==> src/mpmem_params.svh <==
// Sizing of the six-write, two-read memory.
// Bank and row bits must add up to the address bits, and the bank and
// row counts must match their index widths. The buffer holds
// 2**MPMEM_BITFIFO entries, so its count needs one extra bit.
`ifndef MPMEM_PARAMS_SVH
`define MPMEM_PARAMS_SVH

`define MPMEM_WIDTH     16
`define MPMEM_BITADDR   8

`define MPMEM_NUMVBNK   4
`define MPMEM_BITVBNK   2
`define MPMEM_BITVROW   6
`define MPMEM_NUMVROW   64

`define MPMEM_NUMWRPT   6
`define MPMEM_NUMRDPT   2
`define MPMEM_NUMDRAIN  2

// holds 0..MPMEM_NUMWRPT accepted writes in one cycle.
`define MPMEM_BITWRCNT  3

`define MPMEM_BITFIFO   5

`endif

==> src/mpmem_pkg.sv <==
// Types shared by the memory blocks.
// The address word is read either flat or as bank over row, and the
// bank sits in the upper bits.
`include "mpmem_params.svh"

package mpmem_pkg;

  typedef struct packed {
    logic [`MPMEM_BITVBNK-1:0] bank;  // upper address bits.
    logic [`MPMEM_BITVROW-1:0] row;
  } mpmem_bank_row_t;

  typedef union packed {
    logic [`MPMEM_BITADDR-1:0] flat;
    mpmem_bank_row_t           br;
  } mpmem_addr_u;

  // one buffered write, address over data.
  typedef struct packed {
    mpmem_addr_u              adr;
    logic [`MPMEM_WIDTH-1:0]  data;
  } mpmem_wr_entry_t;

endpackage

==> src/mpmem_read_return.sv <==
// Read port control. Port 0 always wins a bank, and port 1 is refused when
// both ports hit the same bank. Valid, refusal and the physical address
// are registered to line up with the one-cycle bank read.
// rd_dout holds the last data read on a port and is only meaningful
// when rd_vld is high.
`timescale 1ns/1ps
`include "mpmem_params.svh"

module mpmem_read_return (
  input  logic                                      clk,
  input  logic                                      rst_n,
  input  logic [`MPMEM_NUMRDPT-1:0]                 read,
  input  logic [`MPMEM_NUMRDPT*`MPMEM_BITVBNK-1:0]  rd_bank,
  input  logic [`MPMEM_NUMRDPT*`MPMEM_BITVROW-1:0]  rd_row,
  input  logic                                      rd_conflict_now,
  input  logic [`MPMEM_NUMRDPT*`MPMEM_WIDTH-1:0]    rd_data,
  output logic [`MPMEM_NUMRDPT-1:0]                 rd_en,
  output logic [`MPMEM_NUMRDPT-1:0]                 rd_vld,
  output logic [`MPMEM_NUMRDPT*`MPMEM_WIDTH-1:0]    rd_dout,
  output logic [`MPMEM_NUMRDPT*`MPMEM_BITADDR-1:0]  rd_padr,
  output logic                                      rd_conflict
);

  mpmem_pkg::mpmem_addr_u padr_nxt [`MPMEM_NUMRDPT];

  assign rd_en[0] = read[0];
  assign rd_en[1] = read[1] && !rd_conflict_now;  // port 1 loses the bank.

  always_comb begin
    for (int p = 0; p < `MPMEM_NUMRDPT; p++) begin
      padr_nxt[p].br.bank = rd_bank[p*`MPMEM_BITVBNK +: `MPMEM_BITVBNK];
      padr_nxt[p].br.row  = rd_row[p*`MPMEM_BITVROW +: `MPMEM_BITVROW];
    end
  end

  always_ff @(posedge clk or negedge rst_n) begin
    if (!rst_n) begin
      rd_vld      <= '0;
      rd_conflict <= 1'b0;
    end else begin
      rd_vld      <= rd_en;
      rd_conflict <= rd_conflict_now;
    end
  end

  always_ff @(posedge clk) begin
    for (int p = 0; p < `MPMEM_NUMRDPT; p++) begin
      if (rd_en[p]) begin
        rd_padr[p*`MPMEM_BITADDR +: `MPMEM_BITADDR] <= padr_nxt[p].flat;
      end
    end
  end

  assign rd_dout = rd_data;  // bank output is already registered.

endmodule

==> config.mk <==
export PLATFORM = sky130hd
export DESIGN_NAME = mpmem_read_return
export DESIGN_NICKNAME = d
export VERILOG_FILES = /design/src/mpmem_pkg.sv /design/src/mpmem_read_return.sv
export VERILOG_INCLUDE_DIRS = /design/src
export SDC_FILE = /design/constraint.sdc
export NUM_CORES = 1
export LEC_CHECK = 0
export BUFFER_PORTS_ARGS = -buffer_cell sky130_fd_sc_hd__buf_4
export CORE_AREA = 2 2 52 54
export CTS_BUF_LIST = sky130_fd_sc_hd__clkbuf_8
export DETAILED_ROUTE_END_ITERATION = 12
export DIE_AREA = 0 0 54 56
export PLACE_DENSITY = 0.86
export SYNTH_ARGS = -nofsm -noshare
export SYNTH_HDL_FRONTEND = slang
export SYNTH_SLANG_ARGS = --single-unit
==> constraint.sdc <==
create_clock -name clk -period 0.8 [get_ports clk]
set_input_delay 0.16 -clock clk [delete_from_list [all_inputs] [get_ports clk]]
set_output_delay 0.16 -clock clk [all_outputs]
set_load 0.1 [all_outputs]
======== Word level (Yosys, flattened, before mapping) ========
Cells that the tools add are included.
Widths: inputs -> output; s select.
cells by class
  reduce and logical (&&, ||, !) cells .... 2
operators with widths
  cell               count
  $logic_and 1x1->1  1
  $logic_not 1->1    1
word-level totals
  register bits ........................... 19
  output and inout port bits .............. 53
  logic and storage cells ................. 6

======== Depth between registers and ports, before layout ========
Gate-level depths: netlist of the first run.
  depth in word-level cells ............... 2
  gate-level depth with buffers ........... 1
  gate-level depth less buffers ........... 1

======== Worst setup path before layout of the first run ========
Ideal clock, no wire load.
  kind .................................... input to register
  from .................................... in read[1]
  to ...................................... reg rd_padr[10] (enable)
  library setup time ...................... 0.382 ns
  arrival time ............................ 0.792 ns
  data required time ...................... 0.418 ns
  path slack .............................. -0.374 ns
  cell stages on the path ................. 1
  buffers on the path ..................... 0
  cell sequence ........................... nor2b_4
between the ends
  cells in the longest elaborated chain, start to end .. 1
ends and longest elaborated chain
  what                           line                     text
  start, declared                mpmem_read_return.sv:12  input logic [`MPMEM_NUMRDPT-1:0] read,
  $logic_and 1x1->1              mpmem_read_return.sv:27  assign rd_en[1] = read[1] && !rd_conflict_now;
  end signal, assigned by index  mpmem_read_return.sv:49  rd_padr[p*`MPMEM_BITADDR +: `MPMEM_BITADDR] <= padr_nxt[p].flat;
  end, declared                  mpmem_read_return.sv:20  output logic [`MPMEM_NUMRDPT*`MPMEM_BITADDR-1:0] rd_padr,
Every way passes these cells.
A chain may end at the register's enable or synchronous reset.

======== Worst setup path in the final report of the first run ========
  from .................................... reg rd_conflict
  to ...................................... out rd_conflict
RTL lines
  what                    line                     text
  start, declared         mpmem_read_return.sv:21  output logic rd_conflict
  start signal, assigned  mpmem_read_return.sv:42  rd_conflict <= rd_conflict_now;
No word-level cell between the ends.

==> results of run 1 <==
==> cells in the final DEF, fill, tap and decap left out <==
cell | netlist | final
buf_12 | 0 | 5
dfrtp_2 | 0 | 1
dlygate4sd3_1 | 0 | 1
inv_1 | 0 | 1
clkbuf_8 | 0 | 3
edfxtp_1 | 16 | 16
buf_4 | 33 | 22
nor2b_4 | 1 | 1
dfrtp_4 | 0 | 2
buf_6 | 0 | 17
==> worst max-delay path by stage <==
stage | start | to | slack (ns) | cells after the start
4_1_cts | rd_conflict | rd_conflict | -0.26 | 1
3_3_place_gp | rd_conflict_now | rd_en[1] | -0.08 | 3
5_1_grt | rd_conflict | rd_conflict | -0.28 | 1
2_1_floorplan | read[1] | rd_padr[10] | -0.37 | 1
6_report | rd_conflict | rd_conflict | -0.26 | 1
3_5_place_dp | rd_conflict_now | rd_en[1] | -0.11 | 3
==> report_power, final <==
part | internal, mW | switching, mW
combinational | 0.238 | 0.601
clock | 0.339 | 0.250
sequential | 1.16 | 0.0378
==> per-stage QoR <==
stage	setup WS, ns	cell area, um2	util (%)	total power, mW
3_5_place_dp	-0.115	951	39.1	1.96
3_3_place_gp	-0.0850	951	39.1	1.95
4_1_cts	-0.258	1120	46.0	2.63
2_1_floorplan	-0.374	826	-	2.50
6_report	-0.258	1130	46.3	2.62
5_1_grt	-0.276	1130	46.3	2.71
==> sequential cells by signal, indices dropped and copies added (netlist names) <==
name	cells
rd_conflict	1
rd_padr	16
rd_vld	2
==> layer usage <==
metal / GRT usage, % / vias to the layer above / share of wire, %
met1: 8.73 / 173 / 27
met4: 7.50 / 0 / 2.4
met5: 0 / - / 0
met2: 23.5 / 55 / 51
met3: 6.99 / 8 / 20
li1: - / 174 / -
==> logic make-up after synthesis <==
logic type | share of synthesized area [%]
flip-flops | 68.0
buffers and inverters | 30.3
AND/OR/NAND/NOR | 1.68
==> what timing repair did <==
item	CTS	global route
endpoints found under the setup margin	20	20
hold endpoints to repair	3	0
hold buffers	1	0
setup buffers	1	0
gates resized for setup	27	2
==> cell type report <==
| type | count | share of cell area, % |
|---|---|---|
| Tap cell | 30 | 3.33 |
| Timing Repair Buffer | 45 | 41.4 |
| Clock inverter | 1 | 0.333 |
| Clock buffer | 3 | 3.66 |
| Sequential cell | 19 | 50.1 |
| Multi-Input combinational cell | 1 | 1.22 |
==> impl_metrics.yaml, run 1 <==
sta:
  worst_slew_pin_slew_ns: 0.280
  finalWorstPathRequiredPeriod_ns: 1.06
  slew_violations: 0
  setup_viol: 19
  fmax_ghz: 0.945
  timing.final.crit_share_pct: 132
  rsz0062_at_grt: "true"
  setup_tns_ns: -3.74
  finalHoldWorstSlack_ns: 0.0450
  max_slew_margin_pct: 81.5
  hold_viol: 0
  setup_ws_ns: -0.258
synth:
  synth.avg_cell_area_um2: 15.4
  syn_area_um2: 817
  yosysMostFrequentCell: "buf_4"
  synth_cell_type_count: 4
  synth_warnings: 0
  synth_fp_nets: 106
  yosysTopAreaCell: "edfxtp_1"
  synth_ff_type: "edfxtp_1"
  yosys-top-cells-count: "buf_4 (33), edfxtp_1 (16), dfrtp_1 (3), nor2b_4 (1)"
  synth_area_leaders: "edfxtp_1 (59%), buf_4 (30%), dfrtp_1 (9.2%), nor2b_4 (1.7%)"
  synth_top_cell_area_share_pct: 58.8
  ys_seq_area_share_pct: 68.0
  synth-edff-count: 16
  syn_inst: 53
  ys_ff_latch: 19
  postSynth.asyncResetShare_pct: 15.8
clock_network:
  root_buffer: "clkbuf_8"
  cts_buffers: 3
  cts_tree: "done"
  cts_sinks: 19
  htreeDepth: 1
  clk_path_buf_depth: 2
  path_clk_slew_ns: 0.06
cells_and_area:
  seqCellArea_um2: 564
  fillerInstances: 190
  fin_nets: 123
  syn_to_final_growth_pct: 38.0
  multi_input_area_um2: 13.8
  drive_gt1_share_pct: 73.9
  antenna_cells: 0
  layout.cells.non_filler: 99
global_route:
  overflow: 0
  grtUsageTotal_pct: 12.5
  grt_max_degree: 11
  grt_pass1_vias: 430
  grt_pass1_wl_um: 2550
  antenna_found_initial: 0
routing:
  vias: 410
  wl_um: 2010
  drt_first_iter_violations: 3
  postRouteAntennaNets: 0
  drc_errors: 0
  wire_per_inst_um: 20.3
  viasPerCell: 4.14
  drtPass1Iterations: 2
floorplanning:
  start_util_pct: 33.6
  boundaryPins: 106
  die_y_um: 56
  die_w_um: 54
  coreArea_mm2: 0.00243
  core.rowCount: 18
  dieArea_mm2: 0.00302
worst_setup_path:
  worstPathArrival_ns: 0.90
  critPathCaptureType: "output pin"
  crit_fanout: 1
  crit_family: "flip-flops"
  start_kind: "flip-flop"
  path_buf_inv: 1
  max_stage_delay_ns: 0.48
  worstSetupPathType: "flip-flop to output pin"
  cp.required_ns: 0.64
  path_cells: "buf_12"
  critPathSlowestCell: "dfrtp_4"
hold_path:
  hold_class: "input port to flip-flop"
  hold_depth: 1
  hold_end: "rd_conflict"
  hold_start: "rd_conflict_now"
job:
  drv_cap: 0
placed_design:
  gp_congestion: 0.581
  placement.io_buffers: 41
  dp.cells: 93
pwr:
  p_leak_nw: 0.479
  power_density_mw_per_mm2: 2330
  vdd_drop_max_uv: 1220
outcome:
  violations: "negative setup slack"
  status: "complete, but fails checks"
Note: power is estimated with default switching activity, not from simulation.
==> run 2, diff against run 1 <==
Settings changed: ABC_AREA set to 1.
==> run 2 against run 1 <==
The run still ends with negative setup slack left. Die area is the same. Fmax is essentially flat. Highest routed layer unchanged. Core utilization increased by 0.36 points. Critical endpoint is now rd_vld[0]. Largest cell class unchanged.
==> impl_metrics.yaml, run 2 <==
placed_design:
  dp_hpwl_um: 1490
  gp_congestion: 0.689
  placed_area_um2: 980
  placement.io_buffers: 41
  dp.cells: 96
clock_network:
  cts_tree: "done"
  clk_path_buf_depth: 2
  path_clk_slew_ns: 0.06
  postCtsSetupRepairBufs: 0
  cts_buffers: 3
  root_buffer: "clkbuf_8"
  htreeDepth: 1
  cts_sinks: 19
worst_setup_path:
  worstSetupPathType: "flip-flop to output pin"
  crit_family: "flip-flops"
  crit_fanout: 1
  path_cells: "buf_12"
  critPathCaptureType: "output pin"
  cp.required_ns: 0.64
  start_kind: "flip-flop"
  critPathSlowestCell: "dfrtp_4"
  path_buf_inv: 1
  max_stage_delay_ns: 0.48
  worstPathArrival_ns: 0.90
floorplanning:
  die_w_um: 54
  start_util_pct: 33.4
  boundaryPins: 106
  die_y_um: 56
  coreArea_mm2: 0.00243
  core.rowCount: 18
  dieArea_mm2: 0.00302
routing:
  vias: 431
  drtPass1Iterations: 1
  wl_um: 1880
  viasPerCell: 4.27
  wire_per_inst_um: 18.6
  drt_first_iter_violations: 0
  drc_errors: 0
  postRouteAntennaNets: 0
cells_and_area:
  final_common_cell: "buf_4"
  final_cell_mix: "buf_4 (24), buf_6 (17), edfxtp_1 (16)"
  final_util_pct: 46.7
  syn_to_final_growth_pct: 39.7
  fin_nets: 125
  final_cell_area_mm2: 0.00114
  top_register: "rd_padr"
  layout.cells.non_filler: 101
  fillerInstances: 212
  antenna_cells: 0
  largest_reg_flops: 16
  top_regs: "rd_padr (16), rd_vld (2), rd_conflict (1)"
  drive_gt1_share_pct: 74.6
synth:
  yosys.area_share.adder_pct: 0
  yosys-top-cells-count: "buf_4 (33), edfxtp_1 (16), dfrtp_1 (3), inv_1 (1), nor2_2 (1)"
  yosysTopAreaCell: "edfxtp_1"
  ys_seq_area_share_pct: 68.3
  postSynth.asyncResetShare_pct: 15.8
  syn_area_um2: 813
  synth_top_family_by_area: "buffers and inverters"
  synth_ff_type: "edfxtp_1"
  ys_ff_latch: 19
  synth-compound-area-share_pct: 0
  synthMuxAreaShare_pct: 0
  yosys.area_share.xor_xnor_pct: 0
  synthSimpleGateAreaFrac_pct: 0.769
  yosysMostFrequentCell: "buf_4"
  syn_inst: 54
  synth_cell_type_count: 5
  synth_warnings: 0
  synth-edff-count: 16
  synth_top_cell_area_share_pct: 59.1
  synth.avg_cell_area_um2: 15.1
  synth_area_leaders: "edfxtp_1 (59%), buf_4 (30%), dfrtp_1 (9.2%), nor2_2 (0.77%), inv_1 (0.46%)"
  synth_fp_nets: 107
sta:
  slew_violations: 0
  fmax_ghz: 0.945
  worst_slew_pin_slew_ns: 0.282
  setup_viol: 19
  hold_viol: 0
  timing.final.crit_share_pct: 132
  max_slew_margin_pct: 81.4
  finalWorstPathRequiredPeriod_ns: 1.06
  setup_tns_ns: -3.78
  rsz0062_at_grt: "true"
  setup_ws_ns: -0.258
global_route:
  overflow: 0
  grt_pass1_vias: 473
  grt_pass1_wl_um: 2540
  antenna_found_initial: 0
  grtUsageTotal_pct: 12.5
  grt_max_degree: 11
pwr:
  power_density_mw_per_mm2: 2330
  p_leak_nw: 0.483
  vdd_drop_max_uv: 1170
job:
  drv_cap: 0
outcome:
  status: "complete, but fails checks"
  violations: "negative setup slack"
hold_path:
  hold_class: "input port to flip-flop"
-- run 2: worst paths after layout --
check                           start     endpoint  cells past startpoint
worst max-delay path        rd_vld[0]    rd_vld[0]                      1
min in group asynchronous       rst_n    rd_vld[0]                      2
worst min-delay path       rd_bank[1]   rd_padr[7]                      1
max in group asynchronous       rst_n  rd_conflict                      2
-- run 2: cells by family (layout without fill, tap and decap cells) --
family | count (synthesis) | in the layout
and+or+nand+nor | 1 | 1
buffers and inverters | 34 | 51
DFF | 19 | 19
-- run 2: per-stage QoR --
stage / power (mW) / hold WS [ns] / setup WS (ns)
3_5_place_dp: 1.97 / -0.0432 / -0.0952
2_1_floorplan: 2.50 / -0.136 / -0.353
3_3_place_gp: 1.96 / -0.0487 / -0.0785
5_1_grt: 2.75 / 0.0705 / -0.286
4_1_cts: 2.67 / 0.0783 / -0.273
6_report: 2.64 / 0.0876 / -0.258
-- run 2: final cells by class --
class / instances / area [um2] / share of cell area, %
Sequential cell: 19 / 564 / 49.7
Multi-Input combinational cell: 1 / 11.3 / 0.991
Timing Repair Buffer: 46 / 462 / 40.6
Tap cell: 30 / 37.5 / 3.30
Clock buffer: 3 / 41.3 / 3.63
Inverter: 1 / 16.3 / 1.43
Clock inverter: 1 / 3.75 / 0.330
-- run 2: per-layer routing --
| layer | vias up | GRT usage (%) | share of wire [%] |
|---|---|---|---|
| li1 | 178 | - | - |
| met1 | 188 | 6.37 | 20 |
| met2 | 47 | 24.2 | 57 |
| met3 | 18 | 7.53 | 18 |
| met4 | 0 | 9.64 | 4.7 |
| met5 | - | 0 | 0 |
-- run 2: power breakdown --
| part | switching, mW | internal (mW) | total [mW] |
|---|---|---|---|
| sequential | 0.0344 | 1.16 | 1.19 |
| clock | 0.271 | 0.340 | 0.610 |
| combinational | 0.606 | 0.236 | 0.841 |
-- run 2: repair_timing --
action,CTS,global route
endpoints found under the setup margin,20,20
endpoints found under the hold margin,3,0
gates resized for setup,25,1
hold buffers,1,0
