===== src/mpmem_params.svh =====
// Sizing of the six-write, two-read memory.
// Bank and row bits must add up to the address bits, and the bank and
// row counts must match their index widths. The buffer holds
// 2**MPMEM_BITFIFO entries, so its count needs one extra bit.
`ifndef MPMEM_PARAMS_SVH
`define MPMEM_PARAMS_SVH

`define MPMEM_WIDTH     16
`define MPMEM_BITADDR   8

`define MPMEM_NUMVBNK   4
`define MPMEM_BITVBNK   2
`define MPMEM_BITVROW   6
`define MPMEM_NUMVROW   64

`define MPMEM_NUMWRPT   6
`define MPMEM_NUMRDPT   2
`define MPMEM_NUMDRAIN  2

// holds 0..MPMEM_NUMWRPT accepted writes in one cycle.
`define MPMEM_BITWRCNT  3

`define MPMEM_BITFIFO   5

`endif


===== src/mpmem_pkg.sv =====
// Types shared by the memory blocks.
// The address word is read either flat or as bank over row, and the
// bank sits in the upper bits.
`include "mpmem_params.svh"

package mpmem_pkg;

  typedef struct packed {
    logic [`MPMEM_BITVBNK-1:0] bank;  // upper address bits.
    logic [`MPMEM_BITVROW-1:0] row;
  } mpmem_bank_row_t;

  typedef union packed {
    logic [`MPMEM_BITADDR-1:0] flat;
    mpmem_bank_row_t           br;
  } mpmem_addr_u;

  // one buffered write, address over data.
  typedef struct packed {
    mpmem_addr_u              adr;
    logic [`MPMEM_WIDTH-1:0]  data;
  } mpmem_wr_entry_t;

endpackage


===== src/mpmem_port_decode.sv =====
// Front-end decode of the write and read ports. It is purely combinational.
// Active writes are packed into consecutive entries in rising port order,
// so a later port to the same address lands later in the buffer.
// All writes are dropped while ready is low.
// A read conflict is two active reads that hit the same bank.
`timescale 1ns/1ps
`include "mpmem_params.svh"

module mpmem_port_decode (
  input  logic                                           clk,
  input  logic                                           rst_n,
  input  logic [`MPMEM_NUMWRPT-1:0]                      write,
  input  logic [`MPMEM_NUMWRPT*`MPMEM_BITADDR-1:0]       wr_adr,
  input  logic [`MPMEM_NUMWRPT*`MPMEM_WIDTH-1:0]         din,
  input  logic [`MPMEM_NUMRDPT-1:0]                      read,
  input  logic [`MPMEM_NUMRDPT*`MPMEM_BITADDR-1:0]       rd_adr,
  input  logic                                           ready,
  output logic [`MPMEM_BITWRCNT-1:0]                     wr_cnt,
  output mpmem_pkg::mpmem_wr_entry_t [`MPMEM_NUMWRPT-1:0] wr_entries,
  output logic [`MPMEM_NUMRDPT*`MPMEM_BITVBNK-1:0]       rd_bank,
  output logic [`MPMEM_NUMRDPT*`MPMEM_BITVROW-1:0]       rd_row,
  output logic                                           rd_conflict_now
);

  mpmem_pkg::mpmem_addr_u rd_split [`MPMEM_NUMRDPT];

  // compaction of the active write ports.
  always_comb begin
    logic [`MPMEM_BITWRCNT-1:0] slot;
    mpmem_pkg::mpmem_wr_entry_t ent;
    slot       = '0;
    wr_entries = '0;
    for (int i = 0; i < `MPMEM_NUMWRPT; i++) begin
      ent.adr.flat = wr_adr[i*`MPMEM_BITADDR +: `MPMEM_BITADDR];
      ent.data     = din[i*`MPMEM_WIDTH +: `MPMEM_WIDTH];
      if (write[i] && ready) begin
        wr_entries[slot] = ent;
        slot             = slot + 1'b1;
      end
    end
    wr_cnt = slot;
  end

  // bank and row split of each read address.
  always_comb begin
    for (int p = 0; p < `MPMEM_NUMRDPT; p++) begin
      rd_split[p].flat = rd_adr[p*`MPMEM_BITADDR +: `MPMEM_BITADDR];
      rd_bank[p*`MPMEM_BITVBNK +: `MPMEM_BITVBNK] = rd_split[p].br.bank;
      rd_row[p*`MPMEM_BITVROW +: `MPMEM_BITVROW]  = rd_split[p].br.row;
    end
  end

  // only two read ports, so one pair to compare.
  assign rd_conflict_now = read[0] && read[1] &&
                           (rd_split[0].br.bank == rd_split[1].br.bank);

endmodule


===== config.mk =====
export PLATFORM = sky130hd
export DESIGN_NAME = mpmem_port_decode
export DESIGN_NICKNAME = d
export VERILOG_FILES = /design/src/mpmem_pkg.sv /design/src/mpmem_port_decode.sv
export VERILOG_INCLUDE_DIRS = /design/src
export SDC_FILE = /design/constraint.sdc
export NUM_CORES = 1
export LEC_CHECK = 0
export BUFFER_PORTS_ARGS = -buffer_cell sky130_fd_sc_hd__buf_2
export CAP_MARGIN = 10
export CORE_ASPECT_RATIO = 0.8
export CORE_MARGIN = 5
export CORE_UTILIZATION = 35
export DETAILED_ROUTE_END_ITERATION = 6
export PLACE_DENSITY = 0.74
export SETUP_SLACK_MARGIN = 0.5
export SYNTH_ARGS = -nofsm -noshare
export SYNTH_HDL_FRONTEND = slang
export SYNTH_SLANG_ARGS = --single-unit

===== constraint.sdc =====
create_clock -name vclk -period 16.3
set_input_delay 3.26 -clock vclk [all_inputs]
set_output_delay 3.26 -clock vclk [all_outputs]
set_load 0.005 [all_outputs]

---- Word-level counts from Yosys, hierarchy flattened ----
Cells that the tools add are included.
cells by class
  add/subtract/negate cells ............... 5
  muxes and demuxes ....................... 27
  reduce and logical (&&, ||, !) cells .... 13
  eq/ne operators ......................... 1
  magnitude comparators ................... 10
operators by type and width
  kind                                                               number
  bitwise mux 144 bit                                                5
  2-to-1 mux 144 bit                                                 5
  demux 24 bit (select 3 bit)                                        5
  2-to-1 mux 24 bit                                                  6
  less-than comparator 3 x 4 -> 1 bit, second input constant         5
  adder 3 x 1 -> 3 bit, second input constant                        5
  greater-or-equal comparator 3 x 1 -> 1 bit, second input constant  5
  2-to-1 mux 3 bit                                                   5
  logical AND 1 bit                                                  13
  == test 2 bit                                                      1
  2-to-1 mux 1 bit                                                   1
word-level totals
  logic and storage cells ................. 56
  input port bits ......................... 171
  register bits ........................... 0
  output and inout bits ................... 164

---- Logic depth before layout (Yosys ltp) ----
Gate-level depths: netlist of the first run.
  depth after elaboration ................. 16
  gate-level depth with buffers ........... 20
  gate-level depth less buffers ........... 17

---- Least setup slack after synthesis of the first run ----
No wires, ideal clock.
  path kind ............................... input-to-output
  start point ............................. input write[0]
  end point ............................... output wr_entries[28] (netlist name)
  arrival time ............................ 6.520 ns
  buffers on the path ..................... 5
  cell stages on the path ................. 19
  required time ........................... 13.040 ns
  setup slack ............................. 6.520 ns
  cell sequence ........................... buf_2 -> buf_1 -> and2_1 -> inv_1 -> ha_1 -> buf_2 -> xnor2_1 -> ha_1 -> nand2_1 -> o21ai_0 -> ha_1 -> nand2_1 -> xnor2_1 -> o21a_1 -> nor2_4 -> and3_1 -> buf_2 -> buf_6 -> mux2i_1
RTL lines
  what             line                     source
  start, declared  mpmem_port_decode.sv:12  input logic [`MPMEM_NUMWRPT-1:0] write,
  end, declared    mpmem_port_decode.sv:19  output mpmem_pkg::mpmem_wr_entry_t [`MPMEM_NUMWRPT-1:0] wr_entries,

==> summary.txt, run 1 <==
Synthesis
  – Compound-gate portion of the synthesized area: 53.67%
  – Post-synthesis xor/xnor area fraction: 2.781%
  – Yosys cell types: 55
  – Post-synthesis cell area: 4905 sq um
  – Syn Inst Count: 746
  – Simple-Gate Fraction of Synth Area: 18.72%
  – Post-synthesis sequential area ratio: 0%
  – Syn avg cell area: 6.575 sq um
  – YS warnings: 0
  – Largest family of logic cells by synthesized area: compound AO/OA/AOI/OAI gates
  – Mux contribution to synthesized area: 9.796%
  – Syn nets: 922
  – Adder-Cell Fraction of Synth Area: 1.276%

Clock network
  – Hold-fix buffers, CTS: 0
  – Post-cts resize count: 0
  – Post-CTS setup-driven buffer insertion count: 0

Place
  – GP Congestion: 0.9667
  – DP Wirelength: 19380 um
  – DP Worst Slack: 5345 ps
  – Number of port buffers: 309
  – Placed Instance Area: 6364 sq um

Global routing
  – Overall routing resource usage: 30.58%
  – Grt ovf: 0
  – Vias in the first global route: 7057
  – Largest net degree at the start of global routing: 50
  – Initial antenna violation count: 0
  – First-pass GRT wire length: 40670 um

STA
  – Fin crit share: 69.20%
  – Setup ws final: 5021 ps
  – Fin. Hold Viols: 0
  – Count of pins over their slew limit: 0
  – Max_slew headroom: 12.63%
  – Endpoints failing setup: 0
  – RSZ-0062 raised after global routing: no
  – Period minus WS final: 11280 ps
  – Worst-margin pin slew: 1311 ps
  – FMAX: 88.66 MHz
  – Setup_tns: 0 ps

Worst setup path
  – Required time of the critical path: 13040 ps
  – Critical path type: in2out
  – Crit end category: output port
  – Critical path arrival: 8020 ps
  – CP startpoint kind: input pin
  – Crit Path Max Fanout: 30

Finish
  – N_diodes: 0
  – Post-layout nets: 1151
  – Register area: 0 sq um
  – Seq cells: 0
  – Most frequent cells in the layout: buf_2, nor2_1, a221oi_1
  – Layout area overhead: 29.90%
  – CLK BUF: 0
  – Share of layout cells above drive strength 1: 37.62%
  – Most common cell after layout, fill and taps aside: buf_2
  – Core Util, Final: 46.69%
  – Finished Cell Area: 6371 sq um
  – Fillcell total: 1395

Pwr
  – Cell Pwr Density: 33.19 nW/um^2
  – Cell-internal power: 0.00008664 W
  – Clock network power share: 0%
  – Leak Pwr: 3.168 nW
  – Logic pwr share: 100.0%
  – Switch Pwr: 0.0001248 W
  – Reg power frac: 0%
  – Max rail drop VDD: 0.02481 mV
  – Switching share of power: 59.02%

Floorplanning
  – Core area: 13650 sq um
  – Width of the die: 142.4 um
  – Die area: 16500 sq um
  – I/O pin cnt: 335
  – Initial Util: 35.94%
  – DIE HEIGHT: 115.9 um
  – Row cnt: 38

Status
  – Outcome: complete, but fails checks
  – Failing checks: design-rule violations

Min path
  – Hold crit path type: in2out

Routing
  – Routed length per instance: 24.16 um
  – DRC violations left: 16
  – Drt total wl: 27850 um
  – Vias per cell: 6.799
  – DRT iter0 DRCs: 1355
  – DR pass1 iterations: 7
  – Antenna viol nets, final: 0
  – Vias: 7839

Flow run
  – Max cap viols: 0
==> power by group through the flow <==
stage / combinational, W / sequential (W) / clock, W
5_1_grt: 0.000225 / 0 / 0
6_report: 0.000211 / 0 / 0
3_5_place_dp: 0.000204 / 0 / 0
3_3_place_gp: 0.000202 / 0 / 0
2_1_floorplan: 0.000115 / 0 / 0
4_1_cts: 0.000205 / 0 / 0
==> synthesized netlist by cell type, types with 4 or more instances <==
cell | number | share of area (%)
a21oi_1 | 51 | 5.2
a221oi_1 | 96 | 17
a22o_1 | 48 | 8.6
a22oi_1 | 48 | 7.3
a2bb2oi_1 | 24 | 4.3
and2_1 | 7 | 0.89
and3_1 | 4 | 0.51
buf_2 | 32 | 3.3
buf_4 | 23 | 3.5
clkbuf_1 | 52 | 4.0
ha_1 | 5 | 1.3
inv_1 | 30 | 2.3
mux2i_1 | 48 | 9.8
nand2_1 | 64 | 4.9
nor2_1 | 100 | 7.7
o21ai_0 | 4 | 0.41
o31ai_1 | 48 | 7.3
xnor2_1 | 6 | 1.1
xor2_1 | 5 | 0.89
==> per-layer routing <==
layer	vias up	global-route usage, %	share of wire (%)
li1	3356	-	-
met1	3567	40.47	37
met2	789	48.98	43
met3	127	7.962	16
met4	0	9.436	4.0
met5	-	0	0
==> area by class of cell <==
type               count  area [sq um]  area share [%]
well taps            180         225.2           3.535
repair buffers       337          1757           27.57
multi-input cells    604          4269           67.01
inverters             32         120.1           1.885
==> worst paths after layout <==
check	start	endpoint	slack, ps	cells past startpoint
hold / removal	rd_adr[0]	rd_row[0]	6520	0
setup / recovery	write[0]	wr_entries[40]	5020	11
==> per-stage QoR <==
| stage | hold WS [ps] | cells | power [W] |
|---|---|---|---|
| final | 6520 | 1153 | 0.0002114 |
| after global routing | 6520 | 1153 | 0.0002253 |
| after global placement | 6520 | 1152 | 0.0002021 |
| after floorplan | 6601 | 746 | 0.0001151 |
| after CTS | 6520 | 1152 | 0.0002047 |
| after detailed placement | 6520 | 1152 | 0.0002040 |
==> worst max-delay path, cell delays in order <==
cell,delay [ps]
buf_2,580
and2_1,240
inv_1,50
ha_1,560
xnor3_2,600
nor2_2,700
buf_4,370
and2_1,1040
a21oi_1,180
mux2i_1,250
buf_2,160
==> cells by family after synthesis <==
| group | after synthesis |
|---|---|
| adder cells (fa/ha/maj) | 5 |
| buffers and inverters | 142 |
| XOR/XNOR | 13 |
| multiplexers | 48 |
| AND/OR/NAND/NOR | 202 |
| AO/OA/AOI/OAI | 336 |
Power figures use the tool's default switching activity.
==> run 2: changes to the inputs <==
--- a/config.mk
+++ b/config.mk
@@ -6,13 +6,14 @@
 export SDC_FILE = /design/constraint.sdc
 export NUM_CORES = 1
 export LEC_CHECK = 0
+export ABC_AREA = 1
 export BUFFER_PORTS_ARGS = -buffer_cell sky130_fd_sc_hd__buf_2
 export CAP_MARGIN = 10
 export CORE_ASPECT_RATIO = 0.8
 export CORE_MARGIN = 5
 export CORE_UTILIZATION = 35
 export DETAILED_ROUTE_END_ITERATION = 6
-export PLACE_DENSITY = 0.74
+export PLACE_DENSITY = 0.73
 export SETUP_SLACK_MARGIN = 0.5
 export SYNTH_ARGS = -nofsm -noshare
 export SYNTH_HDL_FRONTEND = slang
==> constraint.sdc (replaced) <==
create_clock -name vclk -period 9.4
set_input_delay 1.88 -clock vclk [all_inputs]
set_output_delay 1.88 -clock vclk [all_outputs]
set_load 0.005 [all_outputs]
==> summary.txt, run 2 <==
Flow run
  – Max cap viols: 0 (unchanged)

Worst setup path
  – Cell family with most CP delay: simple AND/OR/NAND/NOR gates (unchanged)
  – Crit end category: output port (unchanged)
  – Critical path type: in2out (unchanged)
  – CP startpoint kind: input pin (unchanged)
  – Required time of the critical path: 7520 ps (was 13040 ps)
  – CP Cell Sequence: buf_2 > nand2_1 > ha_1 > buf_4 > inv_2 > nand3_1 > nand2_1 > ha_1 > o21ai_2 > inv_1 > ha_1 > nand2_1 > nand3_1 > nand2_4 > nand3_4 > inv_2 > nand2_1 > nand2_1 > buf_2 (was buf_2 > and2_1 > inv_1 > ha_1 > xnor3_2 > nor2_2 > buf_4 > and2_1 > a21oi_1 > mux2i_1 > buf_2)
  – Crit path from: ready (was write[0])
  – CP most frequent cell: nand2_1
  – CP max stage cell: inv_2 (was and2_1)
  – Crit Path Max Fanout: 54 (was 30)
  – CP bufs+invs: 6 (was 4)
  – Critical path arrival: 6290 ps (was 8020 ps)
  – Max incr delay on CP: 590 ps (was 1040 ps)

Routing
  – Routed length per instance: 19.06 um (was 24.16 um)
  – DRT iter0 DRCs: 1183 (was 1355)
  – DR pass1 iterations: 5 (was 7)
  – Vias per cell: 5.675 (was 6.799)
  – Antenna viol nets, final: 0 (unchanged)
  – Vias: 9722 (was 7839)
  – DRC violations left: 0 (was 16)
  – Drt total wl: 32660 um (was 27850 um)

Floorplanning
  – I/O pin cnt: 335 (unchanged)
  – DIE HEIGHT: 127.6 um (was 115.9 um)
  – Row cnt: 43 (was 38)
  – Die area: 20040 sq um (was 16500 sq um)
  – Initial Util: 35.27% (was 35.94%)
  – Core area: 17160 sq um (was 13650 sq um)
  – Width of the die: 157.0 um (was 142.4 um)

Synthesis
  – Syn nets: 1468 (was 922)
  – YS warnings: 0 (unchanged)
  – Top post-synthesis cells by area: nand2_1, nand3_1, o21ai_0, nand4_1, inv_1 (was a221oi_1, mux2i_1, a22o_1, nor2_1, a22oi_1)
  – Most common cell in the synthesized netlist: nand2_1 (was nor2_1)
  – Yosys cell types: 32 (was 55)
  – Syn Inst Count: 1292 (was 746)
  – Post-synthesis cell area: 6053 sq um (was 4905 sq um)
  – Post-synthesis sequential area ratio: 0% (unchanged)
  – Area leader, netlist: nand2_1 (was a221oi_1)
  – Syn avg cell area: 4.685 sq um (was 6.575 sq um)
  – Synth top area share: 34.42% (was 17.14%)
  – Post-synth top cells: nand2_1, nand3_1, o21ai_0 (was nor2_1, a221oi_1, nand2_1)

Clock network
  – Post-cts resize count: 0 (unchanged)
  – Hold-fix buffers, CTS: 0 (unchanged)
  – Post-CTS setup-driven buffer insertion count: 0 (unchanged)

Finish
  – CLK BUF: 0 (unchanged)
  – Area of the multi-input gates: 5002 sq um (was 4269 sq um)
  – Layout area overhead: 20.21% (was 29.90%)
  – Post-layout nets: 1665 (was 1151)
  – Finished Cell Area: 7277 sq um (was 6371 sq um)
  – Most common cell after layout, fill and taps aside: nand2_1 (was buf_2)
  – Non-filler instance count after layout: 1713 (was 1153)
  – Core Util, Final: 42.40% (was 46.69%)
  – Fillcell total: 2036 (was 1395)
  – Seq cells: 0 (unchanged)
  – Most frequent cells in the layout: nand2_1, buf_2, nand3_1 (was buf_2, nor2_1, a221oi_1)
  – Share of layout cells above drive strength 1: 24.48% (was 37.62%)
  – Register area: 0 sq um (unchanged)

Global routing
  – Most Used Layer, Global Route: met2 (unchanged)
  – First-pass GRT wire length: 48450 um (was 40670 um)
  – Grt ovf: 0 (unchanged)
  – Initial antenna violation count: 4 (was 0)
  – Routing usage on met2: 51.51% (was 48.98%)
  – Global Route met1 Usage: 39.66% (was 40.47%)
  – Vias in the first global route: 8943 (was 7057)
  – Met3 GRT Util: 2.946% (was 7.962%)
  – Largest net degree at the start of global routing: 55 (was 50)
  – Overall routing resource usage: 29.89% (was 30.58%)

Pwr
  – Max rail drop VDD: 0.02921 mV (was 0.02481 mV)
  – Cell Pwr Density: 55.33 nW/um^2 (was 33.19 nW/um^2)
  – Leak Pwr: 4.565 nW (was 3.168 nW)

STA
  – Fin crit share: 86.89%
  – RSZ-0062 raised after global routing: no (unchanged)
  – Min Hold Slack: 3760 ps (was 6520 ps)
  – Period minus WS final: 8167 ps
  – FMAX: 122.4 MHz
  – Count of pins over their slew limit: 0 (unchanged)
  – Setup_tns: 0 ps (unchanged)
  – Endpoints failing setup: 0 (unchanged)
  – Worst-margin pin slew: 1104 ps (was 1311 ps)
  – Fin. Hold Viols: 0 (unchanged)
  – Max_slew headroom: 26.29% (was 12.63%)

Min path
  – Hold crit path type: in2out (unchanged)
  – Hold path depth: 0 (unchanged)
  – Min-delay src: rd_adr[12] (was rd_adr[0])
  – WHS Endpoint: rd_row[10] (was rd_row[0])

Place
  – DP Wirelength: 25320 um (was 19380 um)
  – Number of port buffers: 309 (unchanged)
  – GP Congestion: 0.9164 (was 0.9667)
  – Cells after DPL: 1712 (was 1152)
  – Placed Instance Area: 7274 sq um (was 6364 sq um)

Status
  – Outcome: completed (was complete, but fails checks)
## run 2: per-stage QoR
step	setup WS (ps)	power [W]
floorplan	3045	0.0002301
global placement	1416	0.0003915
finish	1233	0.0004026
global route	977.1	0.0004393
CTS	1366	0.0003948
detailed placement	1382	0.0003935
## run 2: kinds of logic after synthesis
kind of cell               share of synthesized area [%]
xor gates and xnor gates                          0.1447
and+or+nand+nor                                    65.77
adders and majority gates                          1.033
buffers and inverters                              17.49
AOI/OAI and AO/OA                                  15.56
## run 2: worst max path at each step
stage / depth (start not counted) / end
after floorplan: 16 / wr_entries[43]
after global placement: 19 / wr_entries[82]
after detailed placement: 19 / wr_entries[83]
after CTS: 19 / wr_entries[83]
after global routing: 19 / wr_entries[82]
final: 19 / wr_entries[83]
## run 2: area by class of cell
cell class	count	area share, %
timing repair buffer	318	22.18
inverter	99	5.175
multi-input combinational	1070	68.74
antenna	1	0.03439
tap	225	3.869
## run 2: per-layer routing
metal	wire length (um)	vias up
met1	13310	4492
met2	15320	503
met3	2967	60
met4	1031	6
li1	-	4661
met5	28	-
## run 2: report_power, final
part / total, W / internal, W / switching, W
Clock: 0.0000000000143 / 0.0000000000142 / 0
Sequential: 0 / 0 / 0
Combinational: 0.000403 / 0.000129 / 0.000274
==> run 3: changes to the inputs <==
--- a/config.mk
+++ b/config.mk
@@ -6,14 +6,13 @@
 export SDC_FILE = /design/constraint.sdc
 export NUM_CORES = 1
 export LEC_CHECK = 0
-export ABC_AREA = 1
 export BUFFER_PORTS_ARGS = -buffer_cell sky130_fd_sc_hd__buf_2
 export CAP_MARGIN = 10
 export CORE_ASPECT_RATIO = 0.8
 export CORE_MARGIN = 5
 export CORE_UTILIZATION = 35
 export DETAILED_ROUTE_END_ITERATION = 6
-export PLACE_DENSITY = 0.73
+export PLACE_DENSITY = 0.77
 export SETUP_SLACK_MARGIN = 0.5
 export SYNTH_ARGS = -nofsm -noshare
 export SYNTH_HDL_FRONTEND = slang
==> constraint.sdc (replaced) <==
create_clock -name vclk -period 9.4
set_input_delay 0.94 -clock vclk [all_inputs]
set_output_delay 0.94 -clock vclk [all_outputs]
set_load 0.005 [all_outputs]
==> summary.txt, run 3 (synthesis results as in run 1) <==
Global routing
  – Vias in the first global route: 7147 (was 8943)
  – Initial antenna violation count: 0 (was 4)
  – Overall routing resource usage: 30.32% (was 29.89%)
  – First-pass GRT wire length: 40210 um (was 48450 um)
  – Largest net degree at the start of global routing: 49 (was 55)
  – Grt ovf: 0 (unchanged)

Routing
  – DRC violations left: 4 (was 0)
  – Vias: 7721 (was 9722)
  – Vias per cell: 6.749 (was 5.675)
  – Routed length per instance: 24.06 um (was 19.06 um)
  – DR pass1 iterations: 7 (was 5)
  – Antenna viol nets, final: 0 (unchanged)
  – DRT iter0 DRCs: 1140 (was 1183)
  – Drt total wl: 27520 um (was 32660 um)

Place
  – Placed Instance Area: 6304 sq um (was 7274 sq um)
  – GP Congestion: 0.9416 (was 0.9164)
  – Cells after DPL: 1144 (was 1712)
  – Number of port buffers: 309 (unchanged)
  – DP Wirelength: 18320 um (was 25320 um)

Worst setup path
  – Critical path arrival: 5820 ps (was 6290 ps)
  – Required time of the critical path: 8460 ps (was 7520 ps)
  – CP bufs+invs: 4 (was 6)
  – Crit Path Max Fanout: 30 (was 54)
  – Critical path type: in2out (unchanged)
  – CP Cell Sequence: buf_2 > and2_1 > inv_1 > ha_1 > xnor2_1 > ha_1 > inv_1 > and3_4 > o41ai_4 > and2_1 > a21oi_1 > mux2i_1 > buf_2 (was buf_2 > nand2_1 > ha_1 > buf_4 > inv_2 > nand3_1 > nand2_1 > ha_1 > o21ai_2 > inv_1 > ha_1 > nand2_1 > nand3_1 > nand2_4 > nand3_4 > inv_2 > nand2_1 > nand2_1 > buf_2)
  – CP max stage cell: and2_1 (was inv_2)
  – CP startpoint kind: input pin (unchanged)
  – Crit end category: output port (unchanged)
  – Max incr delay on CP: 1160 ps (was 590 ps)
  – Cell family with most CP delay: simple AND/OR/NAND/NOR gates (unchanged)

Min path
  – Hold crit path type: in2out (unchanged)

Finish
  – N_diodes: 0 (was 1)
  – Most frequent cells in the layout: buf_2, nor2_1, a221oi_1 (was nand2_1, buf_2, nand3_1)
  – Most common cell after layout, fill and taps aside: buf_2 (was nand2_1)
  – Post-layout nets: 1142 (was 1665)
  – Layout area overhead: 28.52% (was 20.21%)
  – Fillcell total: 1425 (was 2036)
  – Share of layout cells above drive strength 1: 37.03% (was 24.48%)
  – Seq cells: 0 (unchanged)
  – Non-filler instance count after layout: 1144 (was 1713)
  – Finished Cell Area: 6304 sq um (was 7277 sq um)
  – CLK BUF: 0 (unchanged)
  – Register area: 0 sq um (unchanged)

STA
  – Fin crit share: 71.88% (was 86.89%)
  – RSZ-0062 raised after global routing: no (unchanged)
  – Worst-margin pin slew: 1355 ps (was 1104 ps)
  – Count of pins over their slew limit: 0 (unchanged)
  – Fin. Hold Viols: 0 (unchanged)
  – Endpoints failing setup: 0 (unchanged)
  – FMAX: 148.0 MHz (was 122.4 MHz)
  – Max_slew headroom: 9.663% (was 26.29%)
  – Period minus WS final: 6757 ps (was 8167 ps)
  – Setup_tns: 0 ps (unchanged)

Status
  – Failing checks: design-rule violations
  – Outcome: complete, but fails checks (was completed)

Pwr
  – Max rail drop VDD: 0.03715 mV (was 0.02921 mV)
  – Leak Pwr: 3.123 nW (was 4.565 nW)
  – Cell Pwr Density: 57.62 nW/um^2 (was 55.33 nW/um^2)

Floorplanning
  – I/O pin cnt: 335 (unchanged)
  – Row cnt: 38 (was 43)
  – Core area: 13650 sq um (was 17160 sq um)
  – Width of the die: 142.4 um (was 157.0 um)
  – Die area: 16500 sq um (was 20040 sq um)
  – Initial Util: 35.94% (was 35.27%)
  – DIE HEIGHT: 115.9 um (was 127.6 um)

Clock network
  – Hold-fix buffers, CTS: 0 (unchanged)
  – Post-cts resize count: 0 (unchanged)
  – Post-CTS setup-driven buffer insertion count: 0 (unchanged)

Flow run
  – Max cap viols: 0 (unchanged)
==> run 3: changes by cell type in the layout (fill, tap and decap cells not counted), moves of 48 or more <==
cell      delta
nand2_1    -491
nand3_1    -178
o21ai_0    -137
a221oi_1    +96
nand4_1     -96
nor2_1      +76
inv_1       -55
a21oi_1     +51
a22o_1      +48
a22oi_1     +48
mux2i_1     +48
o31ai_1     +48
==> run 3: area by class of cell <==
| type | instances | area (sq um) | share of cell area [%] |
|---|---|---|---|
| Tap cell | 180 | 225.2 | 3.573 |
| Multi-Input combinational cell | 604 | 4269 | 67.73 |
| Timing Repair Buffer | 328 | 1689 | 26.80 |
| Inverter | 32 | 120.1 | 1.906 |
==> run 3: per-stage QoR <==
stage / total power (W) / util [%] / setup slack, ps / hold WS [ps]
detailed placement: 0.0003523 / 46.19 / 2912 / 1880
floorplan: 0.0001997 / - / 4260 / 1961
finish: 0.0003632 / 46.19 / 2643 / 1880
global placement: 0.0003469 / 46.19 / 2968 / 1880
CTS: 0.0003534 / 46.19 / 2914 / 1880
global route: 0.0003878 / 46.19 / 2536 / 1880
==> run 3: final timing paths <==
path / slack [ps] / depth (start not counted) / start / endpoint
max: 2640 / 13 / write[0] / wr_entries[45]
min: 1880 / 0 / rd_adr[13] / rd_row[11]
==> run 3: power by group <==
group	total, W	internal, W	leakage [nW]	switching [W]
Clock	0	0	0	0
Sequential	0	0	0	0
Combinational	0.000363	0.000149	3.12	0.000214
Total	0.000363	0.000149	3.12	0.000214
==> run 3: layer usage <==
layer  track usage [%]  vias up  share of wire [%]
li1                  -     3333                  -
met1             40.75     3525                 38
met2             47.09      768                 44
met3             7.921       95                 15
met4             10.64        0                3.4
met5                 0        -                  0
